<file path="src/rtl/tile_cfg_pkg.sv">
`default_nettype none

package tile_cfg_pkg;

   // geometry of the banked local memory
   localparam int num_banks_c = 4;
   // words held by one bank
   localparam int bank_words_c = 64;

   // remote stores allowed in flight before the data port stalls
   localparam int max_credits_c = 4;

   // entries in each packet FIFO on the network side
   localparam int fifo_depth_c = 2;

   // word and byte-mask widths of the core and the network
   localparam int data_width_c = 32;
   localparam int mask_width_c = 4;

endpackage

`default_nettype wire

</file>
<file path="src/rtl/tile_pkt_pkg.sv">
`default_nettype none

package tile_pkt_pkg;

   // one mesh coordinate
   typedef logic [3:0] coord_t;

   // word address as carried on the network and into the crossbar
   typedef logic [15:0] waddr_t;

   // request from a core port, byte addressed
   typedef struct packed {
      logic                                   valid;
      logic                                   write;
      // load-reserved marker, data port only
      logic                                   reserve;
      logic [31:0]                            addr;
      logic [tile_cfg_pkg::data_width_c-1:0]  data;
      logic [tile_cfg_pkg::mask_width_c-1:0]  mask;
   } mem_req_t;

   // request on one crossbar port, already word addressed
   typedef struct packed {
      logic                                   valid;
      logic                                   write;
      waddr_t                                 addr;
      logic [tile_cfg_pkg::data_width_c-1:0]  data;
      logic [tile_cfg_pkg::mask_width_c-1:0]  mask;
   } xbar_req_t;

   // remote store as it travels between tiles
   typedef struct packed {
      coord_t                                 x;
      coord_t                                 y;
      waddr_t                                 addr;
      logic [tile_cfg_pkg::data_width_c-1:0]  data;
      logic [tile_cfg_pkg::mask_width_c-1:0]  mask;
   } net_pkt_t;

endpackage

`default_nettype wire

</file>
<file path="src/rtl/reservation_tracker.sv">
`default_nettype none

module reservation_tracker
   (input  logic                    clk_i
   ,input  logic                    rst_n_i
   ,input  tile_pkt_pkg::mem_req_t  dmem_req_i
   ,input  logic                    dmem_yumi_i
   // inbound store granted to memory this cycle
   ,input  tile_pkt_pkg::xbar_req_t net_wr_i
   ,output logic                    reservation_o
   );

   import tile_pkt_pkg::*;

   waddr_t resv_addr_r;
   logic   set;
   logic   clr;

   // accepted reserved load to local memory
   assign set = dmem_req_i.valid && dmem_req_i.reserve && !dmem_req_i.write
                && !dmem_req_i.addr[31] && dmem_yumi_i;
   // remote store hitting the reserved word
   assign clr = reservation_o && net_wr_i.valid && (net_wr_i.addr == resv_addr_r);

   always_ff @(posedge clk_i or negedge rst_n_i)
   begin
      if (!rst_n_i)
         reservation_o <= 1'b0;
      else if (set)
         // set beats clear when both land together
         reservation_o <= 1'b1;
      else if (clr)
         reservation_o <= 1'b0;
   end

   // word address only, byte offset dropped
   always_ff @(posedge clk_i)
   begin
      if (set)
         resv_addr_r <= dmem_req_i.addr[17:2];
   end

endmodule

`default_nettype wire

</file>
<file path="config.mk">
export PLATFORM = sky130hd
export DESIGN_NAME = reservation_tracker
export DESIGN_NICKNAME = d
export VERILOG_FILES = /design/src/rtl/tile_cfg_pkg.sv /design/src/rtl/tile_pkt_pkg.sv /design/src/rtl/reservation_tracker.sv
export SDC_FILE = /design/constraint.sdc
export NUM_CORES = 1
export LEC_CHECK = 0
export BUFFER_PORTS_ARGS = -buffer_cell sky130_fd_sc_hd__clkbuf_2
export CAP_MARGIN = 5
export CORE_MARGIN = 5
export CORE_UTILIZATION = 25
export DETAILED_ROUTE_END_ITERATION = 7
export PLACE_DENSITY = 0.9
export SETUP_SLACK_MARGIN = 0.4
export SLEW_MARGIN = 40
export SYNTH_ARGS = -nofsm -noshare
export SYNTH_HDL_FRONTEND = slang
export SYNTH_SLANG_ARGS = --single-unit
</file>
<file path="constraint.sdc">
create_clock -name clk_i -period 1.7 [get_ports clk_i]
set_clock_uncertainty 0.1 [all_clocks]
set_input_delay 0.34 -clock clk_i [delete_from_list [all_inputs] [get_ports clk_i]]
set_output_delay 0.34 -clock clk_i [all_outputs]
set_load 0.02 [all_outputs]
</file>
==> reports/qor.yml <==
outcome:
  status: "finished, final reports clean"
placement:
  placed_area_um2: 967
  place.gp.congestion: 0.639
  dp.cells: 114
  portBuffers: 40
  hpwl_mm: 1.24
die:
  die_w_um: 62.9
  core_region_area_um2: 2710
  placementRows: 19
  pin_count: 129
  start_util: 0.259
  dieArea_um2: 3960
  die_y_um: 62.9
critical_path:
  critical_path_class: "flop to flop"
  crit_chain: "xnor2_1 > nand4_1 > nor4_2 > nand3_1 > a21o_1"
  slowest_stage: "edfxtp_1"
  cp-start-kind: "flop"
  crit_path_end_kind: "flop"
  critPathArrivalTime_ns: 1.53
  crit_path_max_fanout: 1
  cp.required_ns: 1.78
  cpPeakStageDelay_ns: 0.40
synthesis:
  synthSimpleGateAreaFrac: 0.0679
  synth_compound_area_frac: 0.0107
  synth_top_area_cell: "edfxtp_1"
  synthMuxAreaShare: 0
  netlist_area_um2: 701
  synth.distinct_cells: 9
  synth_top_cell_area_share: 0.686
  synth_top_family_by_area: "XOR/XNOR gates"
  yosysWarningCount: 0
  synth_xor_area_frac: 0.200
  ys_seq_elements: 17
  synth.avg_cell_area_um2: 16.7
  synthAdderAreaFrac: 0
  synthTopCellsByArea: "edfxtp_1 69%, xnor2_1 20%, dfrtp_1 3.6%"
  syn_inst: 42
  syn_nets: 170
  yosysSeqAreaShare: 0.721
route:
  wire_per_inst_um: 11.8
  dr.pass1.iters: 2
  met2_length_um: 719
  met3_length_um: 169
  wl_met1_um: 525
  top_layer: "met3"
  drc: 0
  num_vias: 491
  first_iter_violations: 1
  drt_wl_total_mm: 1.41
  ant_nets: 0
  avgViaCountPerCell: 4.09
flow_run:
  maxCapViolations: 0
clocking:
  clk_path_buf_depth: 2
  clk_pin_slew_ns: 0.09
  cts_buffers: 3
  clock-sinks: 17
  clk_latency_ns: 0.27
  cts_tree: "done"
  cts-root-buf: "clkbuf_4"
  h-tree-depth: 1
finish:
  nFillCells: 273
  nets: 218
  drive_above_1_share: 0.551
  area.growth.synth_to_final_pct: 47.3
  multi_input_area_um2: 224
  final_cells: 120
  num_antenna_cells: 0
  seqCellArea_um2: 505
  design_area_um2: 1030
sta:
  finalSetupTns_ns: 0
  final_hold_viol_count: 0
  setup_viol: 0
  fin_crit_sh: 0.854
  slew_headroom: 0.862
  fmax_mhz: 689
  tightestPinTransition_ns: 0.206
  period_minus_slack_ns: 1.45
  rsz0062_at_grt: "true"
  finalMaxSlewViolations: 0
grt:
  grt_pass1_vias: 560
  grt_first_pass_wirelength_mm: 2.30
  grt_max_degree: 18
  overflow: 0
  track_usage: 0.0740
  antenna_found_initial: 0
pwr:
  power_density_nw_per_um2: 756
  p_leak_uw: 0.000407
  ir_worst_vdd_v: 0.000370
worst_hold_path:
  hp-class: "primary input to flop"
-- worst max-delay path: cells and delay by family, from the launching register on --
family	cells	cell delay (ns)
simple gates	3	0.54
xor+xnor	1	0.17
compound gates	1	0.15
flops	1	0.40
-- power by group --
part	leakage [uW]	switching (uW)	internal (uW)
registers	0.000155	5.07	470
clock network	0.0000150	112	90.8
logic	0.000237	37.8	65.3
-- layout make-up --
cell class	count	area share
Sequential cell	17	0.490
Timing Repair Buffer	43	0.230
Multi-Input combinational cell	25	0.217
Tap cell	31	0.0376
Clock buffer	4	0.0255
-- routing by layer --
layer,vias to the layer above,global-route usage
met5,-,0
met4,0,0.0239
met3,0,0.0378
met2,30,0.128
met1,211,0.0763
li1,250,-
-- through the flow --
stage,utilization,total power [uW],hold WS (ns),setup WS [ns]
after detailed placement,0.357,578,0.0161,0.245
after CTS,0.370,789,0.118,0.274
after floorplan,-,520,-0.0556,0.396
final,0.381,780,0.132,0.248
after global routing,0.381,828,0.108,0.162
after global placement,0.357,574,0.0159,0.289
-- registers in the layout, summed over array words and instances (netlist names) --
signal         cells
resv_addr_r       16
reservation_o      1
-- placed cells by master (no fill, tap or decap) --
cell type,n
dfrtp_1,1
edfxtp_1,16
clkbuf_1,1
buf_2,1
dlygate4sd3_1,1
nand4b_1,1
xnor2_2,2
clkbuf_4,3
nand4_1,3
a21o_1,1
nor2_4,1
buf_4,1
nand3_1,2
xnor2_1,14
buf_12,1
clkbuf_2,39
nor4_2,1
-- logic make-up (layout without fill, tap and decap cells) --
family / after synthesis / count (layout)
xor+xnor: 16 / 16
flops: 17 / 17
compound gates: 1 / 1
simple gates: 8 / 8
buf+inv: 0 / 47
-- repair_timing --
| item | in CTS | in global routing |
|---|---|---|
| setup buffers | 0 | 1 |
| hold buffers | 1 | 0 |
| pin swaps | 0 | 9 |
| resized for setup | 0 | 4 |
| setup endpoints to repair | 1 | 2 |
| endpoints found under the hold margin | 1 | 0 |
-- cell usage after synthesis --
master    count
dfrtp_1       1
nand4_1       3
edfxtp_1     16
nand4b_1      1
nor4_1        1
nand3_1       2
nor2_1        1
a21o_1        1
xnor2_1      16
-- path summary, 6_finish.rpt --
path	endpoint	slack, ns	startpoint	cells past startpoint
setup / recovery	reservation_o	0.25	resv_addr_r[12]	5
hold reg to reg	reservation_o	0.47	reservation_o	2
hold / removal	resv_addr_r[13]	0.13	dmem_req_i[51]	1
max in group asynchronous	reservation_o	1.16	rst_n_i	2
min in group asynchronous	reservation_o	0.26	rst_n_i	2
setup reg to reg	reservation_o	0.25	resv_addr_r[12]	5
Note: power is estimated with default switching activity, not from simulation.
