## src/rtl/tile_cfg_pkg.sv

```systemverilog
`default_nettype none

package tile_cfg_pkg;

   // geometry of the banked local memory
   localparam int num_banks_c = 4;
   // words held by one bank
   localparam int bank_words_c = 64;

   // remote stores allowed in flight before the data port stalls
   localparam int max_credits_c = 4;

   // entries in each packet FIFO on the network side
   localparam int fifo_depth_c = 2;

   // word and byte-mask widths of the core and the network
   localparam int data_width_c = 32;
   localparam int mask_width_c = 4;

endpackage

`default_nettype wire

```

## src/rtl/tile_pkt_pkg.sv

```systemverilog
`default_nettype none

package tile_pkt_pkg;

   // one mesh coordinate
   typedef logic [3:0] coord_t;

   // word address as carried on the network and into the crossbar
   typedef logic [15:0] waddr_t;

   // request from a core port, byte addressed
   typedef struct packed {
      logic                                   valid;
      logic                                   write;
      // load-reserved marker, data port only
      logic                                   reserve;
      logic [31:0]                            addr;
      logic [tile_cfg_pkg::data_width_c-1:0]  data;
      logic [tile_cfg_pkg::mask_width_c-1:0]  mask;
   } mem_req_t;

   // request on one crossbar port, already word addressed
   typedef struct packed {
      logic                                   valid;
      logic                                   write;
      waddr_t                                 addr;
      logic [tile_cfg_pkg::data_width_c-1:0]  data;
      logic [tile_cfg_pkg::mask_width_c-1:0]  mask;
   } xbar_req_t;

   // remote store as it travels between tiles
   typedef struct packed {
      coord_t                                 x;
      coord_t                                 y;
      waddr_t                                 addr;
      logic [tile_cfg_pkg::data_width_c-1:0]  data;
      logic [tile_cfg_pkg::mask_width_c-1:0]  mask;
   } net_pkt_t;

endpackage

`default_nettype wire

```

## src/rtl/remote_store_tx.sv

```systemverilog
`default_nettype none

module remote_store_tx
  #(parameter int max_credits_p = 4
   )
   (input  logic                   clk_i
   ,input  logic                   rst_n_i
   ,input  tile_pkt_pkg::mem_req_t dmem_req_i
   ,output logic                   remote_yumi_o
   ,input  tile_pkt_pkg::coord_t   my_x_i
   ,input  tile_pkt_pkg::coord_t   my_y_i
   // one credit back per strobe
   ,input  logic                   credit_return_i
   ,output logic                   pkt_v_o
   ,output tile_pkt_pkg::net_pkt_t pkt_o
   ,input  logic                   pkt_ready_i
   ,output logic                   outstanding_o
   );

   localparam int cnt_w_lp = $clog2(max_credits_p + 1);

   logic [cnt_w_lp-1:0] credits_r;
   logic                remote;
   logic                accept;

   // bit 31 marks an address outside this tile
   assign remote = dmem_req_i.valid && dmem_req_i.addr[31];
   // hold off when out of credits or the outbound buffer is full
   assign accept = remote && (credits_r != '0) && pkt_ready_i;

   assign remote_yumi_o = accept;
   assign pkt_v_o       = accept;

   // destination and word address sliced out of the byte address
   assign pkt_o.x    = dmem_req_i.addr[30:27];
   assign pkt_o.y    = dmem_req_i.addr[26:23];
   assign pkt_o.addr = dmem_req_i.addr[17:2];
   assign pkt_o.data = dmem_req_i.data;
   assign pkt_o.mask = dmem_req_i.mask;

   always_ff @(posedge clk_i or negedge rst_n_i)
   begin
      if (!rst_n_i)
         credits_r <= cnt_w_lp'(max_credits_p);
      else if (accept && !credit_return_i)
         credits_r <= credits_r - 1'b1;
      else if (!accept && credit_return_i)
         credits_r <= credits_r + 1'b1;
   end

   // any credit missing means a store is still in flight
   assign outstanding_o = (credits_r < cnt_w_lp'(max_credits_p));

   // more returns than sends would mean a lost or duplicated credit
   a_no_extra_credit : assert property (@(posedge clk_i) disable iff (!rst_n_i)
      credit_return_i |-> (credits_r != cnt_w_lp'(max_credits_p)));

   // tile coordinates are strapped and hold still once out of reset
   a_coord_stable : assert property (@(posedge clk_i) disable iff (!rst_n_i)
      $stable({my_x_i, my_y_i}));

endmodule

`default_nettype wire

```

## config.mk

```make
export PLATFORM = sky130hd
export DESIGN_NAME = remote_store_tx
export DESIGN_NICKNAME = d
export VERILOG_FILES = /design/src/rtl/tile_cfg_pkg.sv /design/src/rtl/tile_pkt_pkg.sv /design/src/rtl/remote_store_tx.sv
export SDC_FILE = /design/constraint.sdc
export NUM_CORES = 1
export LEC_CHECK = 0
export ABC_AREA = 0
export BUFFER_PORTS_ARGS = -buffer_cell sky130_fd_sc_hd__buf_2
export CAP_MARGIN = 20
export CORE_AREA = 2 2 57 59
export CTS_CLUSTER_SIZE = 30
export DETAILED_ROUTE_END_ITERATION = 6
export DIE_AREA = 0 0 59 61
export HOLD_SLACK_MARGIN = 0.02
export PLACE_DENSITY = 0.84
export SLEW_MARGIN = 25
export SYNTH_ARGS = -nofsm -noshare
export SYNTH_HDL_FRONTEND = slang
export SYNTH_SLANG_ARGS = --single-unit
```

## constraint.sdc

```tcl
create_clock -name clk_i -period 3.57 [get_ports clk_i]
set_input_delay 0 -clock clk_i [delete_from_list [all_inputs] [get_ports clk_i]]
set_output_delay 0 -clock clk_i [all_outputs]
set_load 0.02 [all_outputs]
```

==> results_dict.tcl <==
set metrics [dict create \
    yosysTopAreaCell "buf_4" \
    top_register "credits_r" \
    drtAntennaViolNets 0 \
    cts_inserted_buffers 3 \
    rows 20 \
    slew_viol_final 0 \
    clock_latency_ns 0.23 \
    grt_pass1_vias 403 \
    rsz0062_at_grt "no" \
    worstPathArrival_ns 2.13 \
    finalSetupTns_ns 0 \
    regArea_um2 76.32 \
    yosysMostFrequentCell "buf_4" \
    synth_edf_count 0 \
    fp.dieArea_mm2 0.003599 \
    end_kind "register" \
    postCtsSetupBuffers 0 \
    die_w_um 59 \
    crit_path_max_fanout 3 \
    syn_inst 78 \
    fillers 317 \
    critPathBufInv 2 \
    syn_nets 163 \
    p_per_area_mw_per_mm2 349.2 \
    core_mm2 0.002953 \
    outcome "completed" \
    cp_common_cell "inv_1" \
    synth_xor_area_frac 0.04126 \
    drv_cap 0 \
    cts-root-buf "clkbuf_4" \
    synth_top_family_by_area "buffers and inverters" \
    final_core_util 0.3038 \
    wl_mm 1.491 \
    clk_pin_slew_ns 0.04 \
    synth_area_leaders "buf_4, dfrtp_1, dfstp_2" \
    crit_type "reg -> reg" \
    synth_compound_area_frac 0.009823 \
    dp_hpwl_um 662.3 \
    die_h_um 61 \
    synthAdderAreaFrac 0.05108 \
    cts_max_path_buffers 2 \
    finalCritPeriodShare 0.5534 \
    p_leak_nw 0.3943 \
    drt_iter0_drc 8 \
    fmax_ghz 0.5062 \
    antenna_found_initial 0 \
    hold_class "in -> async" \
    required_ns 3.72 \
    grt_pass1_wl_mm 1.725 \
    synth_common_cells "buf_4, inv_1, dfrtp_1, xnor2_1" \
    synth_area_um2 636.9 \
    final.setup_skew_ns 0.001363 \
    cts_tree "built" \
    n_antenna_cell 0 \
    synth_top_area_share 0.7191 \
    synth.mux.area_fraction 0.01572 \
    drive_gt1_frac 0.1333 \
    routedWlPerCell_um 12.12 \
    yosysWarnings 0 \
    dr_total_vias 464 \
    setup_viol 0 \
    yosysUniqueCellTypes 12 \
    cts_sinks 3 \
    ys_seq_elements 3 \
    cts_hold_buffers 61 \
    largestRegisters "credits_r: 3 flops" \
    gr-usage-all-layers 0.06330 \
    synth_ff_type "dfrtp_1" \
    largest_register_ffs 3 \
    crit_slowest_cell "dfstp_2" \
    area_delta_synth_final_pct 40.86 \
    crit_family "adder cells" \
    finalHoldViolations 0 \
    ioPinCount 146 \
    nNetsFinal 176 \
    path_cells "inv_1 > a31oi_1 > ha_1 > inv_1 > fa_1 > xor2_1 > nor2_1 > xnor2_1" \
    max_stage_delay_ns 0.51 \
    via_per_inst 3.772 \
    postSynthAreaPerCell_um2 8.165 \
    gp_congestion 0.5947 \
    grt-ovfl-total 0 \
    postCtsResizedCells 0 \
    vdd_ir_drop_max_uv 221.3 \
    port_buffers 8 \
    multiInputGateArea_um2 83.83 \
    grt_max_degree 4 \
    first_pass_iters 4 \
    synthArstFlopShare 1.000 \
    htree_levels 1 \
    maxSlewHeadroom 0.8250 \
    start_util 0.2157 \
    seq_area_frac_synth 0.1198 \
    startpoint_type "register" \
    worstMarginPinSlew_ns 0.2613 \
    post-route-drc-count 0 \
    fin_crit_ns 1.976 \
    synthSimpleGateAreaFrac 0.01375 \
]
## final timing paths
path,start,endpoint,slack (ns),depth (start not counted)
hold reg to reg,credits_r[0]$_DFFE_PN0P_,credits_r[0]$_DFFE_PN0P_,0.48,1
min in group clk_i,credit_return_i,credits_r[0]$_DFFE_PN0P_,0.25,4
hold / removal,rst_n_i,credits_r[1]$_DFFE_PN0P_,0.1,2
setup / recovery,credits_r[2]$_DFFE_PN1P_,credits_r[2]$_DFFE_PN1P_,1.59,8
max in group asynchronous,rst_n_i,credits_r[2]$_DFFE_PN1P_,3.28,2
setup reg to reg,credits_r[2]$_DFFE_PN1P_,credits_r[2]$_DFFE_PN1P_,1.59,8
## kinds of logic (layout without fill, tap and decap cells)
family / Yosys count / after routing
buffers and inverters: 66 / 78
XOR/XNOR: 3 / 3
flip-flops: 3 / 3
adder cells (fa/ha/maj): 2 / 2
AND/OR/NAND/NOR: 2 / 2
AO/OA/AOI/OAI: 1 / 1
multiplexers: 1 / 1
## stage by stage
step	setup slack, ns	cell area (um^2)	hold WS (ns)	cells	power (mW)
final	1.594	897.1	0.09679	123	0.3133
after global routing	1.443	897.1	0.1150	123	0.3341
after CTS	1.582	897.1	0.08651	123	0.3159
after detailed placement	1.602	260.3	-0.2008	58	0.1505
after global placement	1.606	260.3	-0.2052	58	0.1497
after floorplan	1.303	636.9	-0.2956	78	0.2271
## layer usage
layer,GRT usage,share of wire
met1,0.06138,0.29
met2,0.1270,0.58
met3,0.006397,0.13
met4,0.03896,0
met5,0,0
## power by group
part,total [mW],internal (mW),switching (mW)
sequential,0.0632,0.0566,0.00653
combinational,0.191,0.0820,0.109
clock,0.0586,0.0418,0.0168
total,0.313,0.180,0.133
## layout make-up
| cell class | count | share of cell area |
|---|---|---|
| clock buffers | 4 | 0.02929 |
| inverters | 5 | 0.02092 |
| multi-input cells | 9 | 0.09344 |
| flip-flops and latches | 3 | 0.08508 |
| well taps | 33 | 0.04603 |
| repair buffers | 69 | 0.7252 |
## cell usage in the layout, fill, tap and decap left out, drive strengths merged
cell and n:
nand3 1, a31oi 1, buf 8, mux2i 1, dfrtp 2, dfstp 1
xor2 1, inv 5, nor2 1, xnor2 2, ha 1, fa 1
clkbuf 4, dlygate4sd3 61
Note: power is estimated with default switching activity, not from simulation.
