$ cat config.mk
export PLATFORM = sky130hd
export DESIGN_NAME = pkt_fifo
export DESIGN_NICKNAME = d
export VERILOG_FILES = /design/src/rtl/pkt_fifo.sv
export SDC_FILE = /design/constraint.sdc
export NUM_CORES = 1
export LEC_CHECK = 0
export ABC_CLOCK_PERIOD_IN_PS = 1900
export BUFFER_PORTS_ARGS = -buffer_cell sky130_fd_sc_hd__buf_2
export CAP_MARGIN = 10
export CORE_UTILIZATION = 45
export DETAILED_ROUTE_END_ITERATION = 8
export PLACE_DENSITY = 0.74
export SYNTH_ARGS = -nofsm -noshare
export SYNTH_HDL_FRONTEND = slang
export SYNTH_SLANG_ARGS = --single-unit
export TNS_END_PERCENT = 30
$ cat constraint.sdc
create_clock -name clk_i -period 1.9 [get_ports clk_i]
set_input_delay 0.285 -clock clk_i [delete_from_list [all_inputs] [get_ports clk_i]]
set_output_delay 0.285 -clock clk_i [all_outputs]
set_load 0.005 [all_outputs]
$ cat src/rtl/pkt_fifo.sv
`default_nettype none

module pkt_fifo
  #(parameter type payload_t = logic [7:0]
   ,parameter int  depth_p   = 2
   )
   (input  logic     clk_i
   ,input  logic     rst_n_i
   // producer side, valid/ready
   ,input  logic     v_i
   ,input  payload_t data_i
   ,output logic     ready_o
   // consumer side, valid/yumi
   ,output logic     v_o
   ,output payload_t data_o
   ,input  logic     yumi_i
   );

   localparam int ptr_w_lp = (depth_p > 1) ? $clog2(depth_p) : 1;
   localparam int cnt_w_lp = $clog2(depth_p + 1);

   payload_t            mem_r [depth_p];
   logic [ptr_w_lp-1:0] wr_ptr_r;
   logic [ptr_w_lp-1:0] rd_ptr_r;
   logic [cnt_w_lp-1:0] count_r;
   logic                push;

   assign ready_o = (count_r != cnt_w_lp'(depth_p));
   assign v_o     = (count_r != '0);
   assign data_o  = mem_r[rd_ptr_r];
   assign push    = v_i && ready_o;

   // payload slots need no reset
   always_ff @(posedge clk_i)
   begin
      if (push)
         mem_r[wr_ptr_r] <= data_i;
   end

   always_ff @(posedge clk_i or negedge rst_n_i)
   begin
      if (!rst_n_i)
      begin
         wr_ptr_r <= '0;
         rd_ptr_r <= '0;
         count_r  <= '0;
      end
      else
      begin
         // pointers wrap at depth, not at a power of two
         if (push)
            wr_ptr_r <= (wr_ptr_r == ptr_w_lp'(depth_p - 1)) ? '0 : wr_ptr_r + 1'b1;
         if (yumi_i)
            rd_ptr_r <= (rd_ptr_r == ptr_w_lp'(depth_p - 1)) ? '0 : rd_ptr_r + 1'b1;
         if (push && !yumi_i)
            count_r <= count_r + 1'b1;
         else if (!push && yumi_i)
            count_r <= count_r - 1'b1;
      end
   end

   // consumer must not take from an empty buffer
   a_no_pop_empty : assert property (@(posedge clk_i) disable iff (!rst_n_i)
      yumi_i |-> v_o);
   // pointer gap tracks occupancy so a full buffer was never overrun
   a_no_push_full : assert property (@(posedge clk_i) disable iff (!rst_n_i)
      (count_r <= cnt_w_lp'(depth_p))
      && ((int'(wr_ptr_r) + depth_p - int'(rd_ptr_r)) % depth_p
          == int'(count_r) % depth_p));

endmodule

`default_nettype wire

==> results of run 1 <==
==> cell type report <==
| type | instances | area, µm² |
|---|---|---|
| multi-input combinational | 20 | 191 |
| clock buffer | 3 | 22.5 |
| inverter | 2 | 7.51 |
| timing repair buffer | 23 | 123 |
| sequential | 20 | 581 |
| clock inverter | 1 | 3.75 |
| fill | 130 | 628 |
| tap | 16 | 20.0 |
==> final timing paths <==
| path | slack (ns) | cells after the start | end |
|---|---|---|---|
| min in group asynchronous | 0.31 | 2 | count_r[1] |
| worst max register to register | 0.50 | 7 | count_r[1] |
| worst max-delay path | 0.23 | 2 | data_o[5] |
| worst min register to register | 0.51 | 1 | wr_ptr_r |
| max in group asynchronous | 1.47 | 2 | rd_ptr_r |
| worst min-delay path | 0.17 | 1 | mem_r[1][3] |
==> per-layer routing <==
layer  up-vias  GRT usage (%)  part of all wire (%)
li1        206              -                     -
met1       202           14.8                    45
met2        10           24.2                    51
met3         2           3.75                   3.2
met4         0           9.09                   1.2
met5         -              0                     0
==> logic make-up after synthesis <==
group | Yosys count
adders and majority gates | 1
muxes | 8
buffers and inverters | 3
DFF | 20
and+or+nand+nor | 6
xor gates and xnor gates | 5
==> worst max-delay path: cells and delay by family, from the launching register on <==
family                 cells  cell delay, ns
buffers and inverters      1            0.13
flip-flops                 1            0.58
multiplexers               1            0.38
==> power by group through the flow <==
stage	clock [µW]	sequential [µW]	combinational, µW
2_1_floorplan	0	666	317
3_3_place_gp	0	706	410
3_5_place_dp	0	713	418
4_1_cts	204	702	424
5_1_grt	218	718	458
6_report	198	699	416
==> metrics by stage <==
stage | power, µW | setup WS (ns) | hold WS [ns]
after floorplan | 983 | 0.565 | -0.0106
after global placement | 1120 | 0.553 | 0.0995
after detailed placement | 1130 | 0.516 | 0.0970
after CTS | 1330 | 0.193 | 0.163
after global routing | 1400 | 0.124 | 0.156
final | 1310 | 0.228 | 0.174
==> state kept, by name, indices dropped and copies added, names as in the netlist <==
register,flops
wr_ptr_r,1
mem_r,16
rd_ptr_r,1
count_r,2
==> cells in the final DEF, fill, tap and decap left out, drive strengths merged <==
cell,instances
inv,2
clkinv,1
dlygate4sd3,1
edfxtp,16
ha,1
or2,1
clkbuf,3
mux2,8
xor2,3
nand2,1
nand2b,1
and3,1
nor2,2
xnor2,2
buf,22
dfrtp,4
==> results.txt, run 1 <==
status - finished clean
drt first pass iters - 5
CP Max Fanout - 9
Synth top cells by count - edfxtp_1 (16), mux2_2 (8), dfrtp_1 (4)
Hold Buf Count CTS - 1
post-place instance area - 912 µm²
initial antenna violation count - 0
part of the power in the clock network - 15.1%
adder and majority gate portion of the synthesized area - 1.58%
Compound-Gate Fraction of Synth Area - 0%
CP startpoint - rd_ptr_r
DRC Markers - 0
Reg-to-Reg Start - count_r[0]
via count of the first global-routing pass - 444
largest family of logic cells by synthesized area - multiplexers
setup TNS - 0 ns
Cell Rows - 14
Die ar. - 0.00193 mm²
final core occ - 60.2%
die span in x - 43.9 µm
I/O Buffers - 21
Seq pwr share - 53.2%
RSZ-0062 raised after global routing - no
height of the chip - 43.9 µm
final wirelength - 1.12 mm
post-synthesis sequential area ratio - 73.4%
gr usage total - 13.9%
MaxCap Viol Count - 0
Congestion Overflow GR - 0
CP peak stage delay - 0.58 ns
Crit. End Element - output pin
Internal - 928 µW
Tcrit/Tclk final - 88.0%
share of the synthesized area in the top cell type - 60.8%
Least-Margin Pin Slew - 0.394 ns
synth-to-layout area growth - 19.9%
Wirelength per Cell - 13.2 µm
worst hold start - data_i[3]
leak pwr - 0.000397 µW
Synth Flop Type - edfxtp_1
Cells after Synth - 43
post-detailed-placement half-perimeter wirelength - 805 µm
clock buffer depth - 2
Crit-path slowest cell - dfrtp_1
Worst Path Required - 1.62 ns
Post-Synth Simple-Gate Area - 5.70%
Initial Util - 50.2%
Final Skew - 0.00120 ns
post_cts resized - 0
synthesized flop and latch total - 20
relative max-transition margin - 73.7%
count leader, synth - edfxtp_1
Syn Area/Cell - 18.4 µm²
fin area - 948 µm²
mux cell area share after synthesis - 11.4%
Cells after DPL - 80
cell area after synthesis - 791 µm²
FFs w/ async S/R, synth - 20.0%
DR vias - 420
Antenna Cells - 0
Clock Sinks - 20
worst vdd ir - 0.795 mV
Finished Layout Cells - 85
ranking of synthesized cells by area - edfxtp_1 (61%), dfrtp_1 (13%), mux2_2 (11%)
clock period minus worst slack - 1.67 ns
clock-pin slew on the worst setup and hold paths - 0.11 ns
Setup CP Type - reg -> out
Core ar. - 0.00158 mm²
Final Setup Violations - 0
dominant cell type by area after synthesis - edfxtp_1
Hold Vio Cnt, Final - 0
global-route wire length before repair - 1.86 mm
crit path cell chain - mux2_2, buf_2
io pins - 22
EDFF count, synth - 16
Total Nets Final - 83
worst-skew pair later-pin latency - 0.29 ns
post-CTS setup buffers - 0
Power Dens Cells - 1380 mW/mm²
yosys warns - 0
Cell variety after synth - 13
Vias/cell - 4.94
Detail Route Antenna Nets - 0
Final GP Congestion - 0.663
Gate power share - 31.7%
CTS Root Cell - clkbuf_4
layout cells sized above 1 - 52.2%
1st-iter DRT viols - 2
Max Clk Rate - 598 MHz
pin count of the biggest net entering global routing - 12
CTS buffer count - 3
CTS H-tree lvls - 1
crit path DAT - 1.39 ns
syn_nets - 56
Net Switching - 384 µW
CP Launch Type - register
CTS tree - built
switch share - 29.3%
Worst Hold Class - in -> reg
xor/xnor share of the synthesized area - 5.54%
final-report max-slew violation count - 0
Note: power is estimated with default switching activity, not from simulation.
==> inputs of run 2 (changes only) <==
- GPL_TIMING_DRIVEN: unset -> 0
==> run 2 against run 1 <==
Register-to-register slack got worse by 0.14 ns. Worst hold slack better by 0.0040 ns. Clock power about the same. Sequential share of layout area decreased by 0.24 points. Fmax grew 8.3%. Worst setup slack better by 0.13 ns. Routed wire length down 0.98%. Clock skew increased by 0.0059 ns. Combinational power rose by 9.1%. Sequential cell count did not move. Final cell count is the same. Largest power group unchanged.
==> results.txt, run 2 (synthesis results as in run 1) <==
post_cts resized - 0 (unchanged)
Setup CP Type - reg -> reg (was reg -> out)
clock period minus worst slack - 1.54 ns (was 1.67 ns)
1st-iter DRT viols - 5 (was 2)
worst-skew pair later-pin latency - 0.29 ns (about the same)
Cell Rows - 14 (unchanged)
Total Nets Final - 83 (unchanged)
Hold Vio Cnt, Final - 0 (unchanged)
DR vias - 430 (was 420)
post-detailed-placement half-perimeter wirelength - 774 µm (was 805 µm)
final-report max-slew violation count - 0 (unchanged)
via count of the first global-routing pass - 403 (was 444)
relative max-transition margin - 52.7% (was 73.7%)
Final Setup Violations - 0 (unchanged)
Power Dens Cells - 1390 mW/mm² (was 1380 mW/mm²)
final core occ - 60.4% (was 60.2%)
io pins - 22 (unchanged)
setup TNS - 0 ns (unchanged)
commonest non-fill, non-tap cell in the layout - buf_2 (unchanged)
commonest non-fill, non-tap cells in the layout - buf_2 (21), edfxtp_1 (16), mux2_2 (8) (unchanged)
Detail Route Antenna Nets - 0 (unchanged)
Worst Hold Depth - 1 (unchanged)
CTS tree - built (unchanged)
Regs by FF count - mem_r (16), count_r (2) (unchanged)
Crit-path slowest cell - nor2_1 (was dfrtp_1)
worst vdd ir - 0.793 mV (was 0.795 mV)
Die ar. - 0.00193 mm² (unchanged)
Biggest register - mem_r (unchanged)
Crit. End Element - register (was output pin)
height of the chip - 43.9 µm (unchanged)
Worst Hold Class - in -> reg (unchanged)
global-route wire length before repair - 1.61 mm (was 1.86 mm)
Initial Util - 50.2% (unchanged)
synth-to-layout area growth - 20.4% (was 19.9%)
Worst Path Required - 1.83 ns (was 1.62 ns)
drt first pass iters - 6 (was 5)
Final Skew - 0.00706 ns (was 0.00120 ns)
Tcrit/Tclk final - 81.3% (was 88.0%)
CP Launch Type - register (unchanged)
Least-Margin Pin Slew - 0.707 ns (was 0.394 ns)
gr usage total - 11.8% (was 13.9%)
Final GP Congestion - 0.657 (was 0.663)
I/O Buffers - 21 (unchanged)
CP Max Fanout - 8 (was 9)
leak pwr - 0.000397 µW (about the same)
Vias/cell - 5.06 (was 4.94)
CTS Root Cell - clkbuf_4 (unchanged)
fin area - 952 µm² (was 948 µm²)
post-place instance area - 916 µm² (was 912 µm²)
CTS H-tree lvls - 1 (unchanged)
Core ar. - 0.00158 mm² (unchanged)
clock-pin slew on the worst setup and hold paths - 0.11 ns (about the same)
Antenna Cells - 0 (unchanged)
DRC Markers - 0 (unchanged)
crit path DAT - 1.47 ns (was 1.39 ns)
initial antenna violation count - 0 (unchanged)
RSZ-0062 raised after global routing - no (unchanged)
Congestion Overflow GR - 0 (unchanged)
crit path cell chain - nand2b_4, nand2_4, nor2_1 (was mux2_2, buf_2)
Clock Sinks - 20 (unchanged)
status - finished clean (unchanged)
die span in x - 43.9 µm (unchanged)
CTS buffer count - 3 (unchanged)
worst r2r path cells - 3 (was 7)
MaxCap Viol Count - 0 (unchanged)
Wirelength per Cell - 13.1 µm (was 13.2 µm)
CP peak stage delay - 0.54 ns (was 0.58 ns)
max FFs per register - 16 (unchanged)
pin count of the biggest net entering global routing - 12 (unchanged)
layout cells sized above 1 - 52.2% (unchanged)
final wirelength - 1.11 mm (was 1.12 mm)
Max Clk Rate - 648 MHz (was 598 MHz)
clock buffer depth - 2 (unchanged)
-- run 2: worst paths after layout --
check	from	end	slack (ns)
min reg2reg	wr_ptr_r	wr_ptr_r	0.50
min	data_i[5]	mem_r[0][5]	0.18
max in group asynchronous	rst_n_i	rd_ptr_r	1.45
min in group asynchronous	rst_n_i	wr_ptr_r	0.33
max reg2reg	count_r[0]	mem_r[0][6]	0.36
max	count_r[0]	mem_r[0][6]	0.36
-- run 2: stage by stage --
step	power, µW	setup WS, ns	hold WS (ns)	instances
2_1_floorplan	983	0.565	-0.0106	43
3_3_place_gp	1130	0.353	0.0965	80
3_5_place_dp	1140	0.328	0.0978	80
4_1_cts	1340	0.316	0.175	85
5_1_grt	1400	0.259	0.164	85
6_report	1320	0.356	0.178	85
-- run 2: report_power, final --
group	total, µW	switching [µW]	internal (µW)	leakage [µW]
clock network	199	118	81.5	0.0000150
registers	669	57.9	612	0.000195
logic	454	201	254	0.000187
-- run 2: per-layer routing --
metal / global-route usage, % / share of wire, %
met1: 14.0 / 42
met2: 20.3 / 53
met5: 0 / 0
met4: 5.45 / 0
met3: 2.92 / 4.6
-- run 2: final cells by class --
type | instances | area (µm²)
multi-input combinational | 20 | 191
clock buffer | 4 | 26.3
sequential | 20 | 581
tap | 16 | 20.0
fill | 141 | 624
timing repair buffer | 22 | 115
inverter | 2 | 7.51
buffer | 1 | 11.3
-- run 2: worst max-delay path: cells and delay by family (launching register included) --
kind	cells	cell delay, ns
and+or+nand+nor	3	0.77
DFF	1	0.42
-- run 2: timing repair --
| action | 4_1_cts | 5_1_grt |
|---|---|---|
| hold buffers | 1 | 0 |
| endpoints found under the hold margin | 4 | 0 |
| setup buffers | 0 | 0 |
==> inputs of run 3 (changes only) <==
- ABC_CLOCK_PERIOD_IN_PS: 1900 -> 1300
- CORE_UTILIZATION: 45 -> 44
- PLACE_DENSITY: 0.74 -> 0.76
- clock period: 1.9 -> 1.3 ns (I/O delays scaled with it)
==> run 3 against run 2 <==
The flow now finishes with violations (setup timing). Worst hold slack got worse by 0.097 ns. Worst setup slack got worse by 0.49 ns. Routed wire length rose by 1.2%. Power rose by 67%. Utilization rose by 3.6 points. Largest power group unchanged. Highest routed layer unchanged.
==> results.txt, run 3 (synthesis results as in run 1) <==
I/O Buffers - 21 (unchanged)
part of the power in the clock network - 22.1% (was 15.1%)
pin count of the biggest net entering global routing - 13 (was 12)
final-report max-slew violation count - 0 (unchanged)
CTS H-tree lvls - 1 (unchanged)
Die ar. - 0.00197 mm² (was 0.00193 mm²)
final core occ - 64.0% (was 60.4%)
Worst Hold Class - in -> reg (unchanged)
MaxCap Viol Count - 0 (unchanged)
Congestion Overflow GR - 0 (unchanged)
RSZ-0062 raised after global routing - yes (was no)
Reg-to-Reg Start - count_r[0] (unchanged)
Tcrit/Tclk final - 111%
CP Launch Type - register (unchanged)
fin area - 0.00102 mm² (was 952 µm²)
1st-iter DRT viols - 1 (was 5)
worst-skew pair later-pin latency - 0.29 ns (about the same)
CTS tree - built (unchanged)
initial antenna violation count - 0 (unchanged)
Hold Vio Cnt, Final - 0 (unchanged)
Detail Route Antenna Nets - 0 (unchanged)
leak pwr - 0.000416 µW (was 0.000397 µW)
max FFs per register - 16 (unchanged)
Worst Path Required - 1.11 ns (was 1.83 ns)
CTS buffer count - 3 (unchanged)
Worst Hold Depth - 1 (unchanged)
DRC Markers - 0 (unchanged)
io pins - 22 (unchanged)
Biggest register - mem_r (unchanged)
Crit. End Element - output pin (was register)
worst vdd ir - 1.20 mV (was 0.793 mV)
relative max-transition margin - 84.0% (was 52.7%)
Final Setup Violations - 10 (was 0)
Vias/cell - 4.61 (was 5.06)
Clock Sinks - 20 (unchanged)
global-route wire length before repair - 1.75 mm (was 1.61 mm)
Gate power share - 33.0% (was 34.3%)
Final Skew - 0.00762 ns (was 0.00706 ns)
post-detailed-placement half-perimeter wirelength - 830 µm (was 774 µm)
Least-Margin Pin Slew - 0.240 ns (was 0.707 ns)
Initial Util - 49.6% (was 50.2%)
FF-to-FF setup slack - -0.10 ns (was 0.36 ns)
CP Max Fanout - 9 (was 8)
CTS Root Cell - clkbuf_4 (unchanged)
crit path DAT - 1.24 ns (was 1.47 ns)
Final GP Congestion - 0.626 (was 0.657)
Net Switching - 584 µW (was 377 µW)
die span in x - 44.4 µm (was 43.9 µm)
Cell Rows - 14 (unchanged)
failing checks - setup timing
final worst slack - -0.137 ns (was 0.356 ns)
drt first pass iters - 4 (was 6)
final wirelength - 1.13 mm (was 1.11 mm)
layout cells sized above 1 - 58.6% (was 52.2%)
gr usage total - 13.3% (was 11.8%)
Max Clk Rate - 696 MHz
R2R Path End - count_r[1] (was mem_r[0][6])
status - finished with violations (was finished clean)
Antenna Cells - 0 (unchanged)
worst hold start - data_i[2] (was data_i[5])
switch share - 26.5% (was 28.5%)
clock buffer depth - 2 (unchanged)
synth-to-layout area growth - 29.0% (was 20.4%)
Power Dens Cells - 2160 mW/mm² (was 1390 mW/mm²)
DR vias - 433 (was 430)
commonest non-fill, non-tap cell in the layout - buf_2 (unchanged)
via count of the first global-routing pass - 424 (was 403)
Core ar. - 0.00159 mm² (was 0.00158 mm²)
Regs by FF count - mem_r (16), count_r (2) (unchanged)
commonest non-fill, non-tap cells in the layout - buf_2 (21), edfxtp_1 (16), mux2_2 (8) (unchanged)
clock-pin slew on the worst setup and hold paths - 0.11 ns (about the same)
CP startpoint - rd_ptr_r (was count_r[0])
height of the chip - 44.4 µm (was 43.9 µm)
worst r2r path cells - 7 (was 3)
hold endpoint - mem_r[1][2] (was mem_r[0][5])
Total Nets Final - 84 (was 83)
post-place instance area - 928 µm² (was 916 µm²)
Seq pwr share - 44.9% (was 50.6%)
Internal - 1620 µW (was 947 µW)
Setup CP Type - reg -> out (was reg -> reg)
Wirelength per Cell - 12.0 µm (was 13.1 µm)
clock period minus worst slack - 1.44 ns
run 3: power by group through the flow:
stage	sequential (µW)	clock [µW]	combinational, µW
after detailed placement	998	0	678
after floorplan	976	0	467
final	990	488	727
after global placement	989	0	668
after CTS	989	501	718
after global routing	1010	532	801
run 3: area by class of cell:
type                       count  area (µm²)
tap                           24        30.0
timing repair buffer          23         123
multi-input combinational     20         215
clock inverter                 1        30.0
fill                         122         574
buffer                         1        11.3
clock buffer                   3        22.5
inverter                       2        7.51
sequential                    20         581
run 3: how the worst max path moves through the flow:
stage / endpoint / slack [ns] / cells past startpoint
after floorplan: count_r[1] / -0.0008 / 6
after global placement: count_r[1] / -0.05 / 7
after detailed placement: count_r[1] / -0.08 / 6
after CTS: data_o[4] / -0.16 / 3
after global routing: data_o[5] / -0.21 / 3
final: data_o[5] / -0.14 / 3
run 3: stage by stage:
stage               total power, µW  setup TNS, ns  std cells  hold WS [ns]  worst slack, ns
floorplan                      1440      -0.000826         43        -0.101        -0.000826
global placement               1660         -0.609         88       0.00443          -0.0503
detailed placement             1680         -0.729         88       0.00787          -0.0759
CTS                            2210          -1.45         94        0.0709           -0.164
global route                   2340          -1.86         94        0.0587           -0.213
finish                         2200          -1.15         94        0.0806           -0.137
run 3: repair_timing:
action                                  CTS  global route
resized for setup                         2             2
endpoints found under the hold margin     4             0
endpoints found under the setup margin   26            11
setup buffers                             1             0
hold buffers                              1             0
pin swaps                                 0             0
run 3: worst max-delay path, stage by stage, from the launching register on:
cell     delay [ns]
dfrtp_1        0.35
buf_6          0.14
mux2_2         0.34
buf_2          0.13
run 3: layer usage:
metal  vias to the layer above  global-route usage (%)  wire length, µm
met5                         -                       0                0
met2                        11                    22.9              594
met1                       216                    14.8              492
met4                         0                    7.27                0
met3                         0                    3.67               38
li1                        206                       -                -
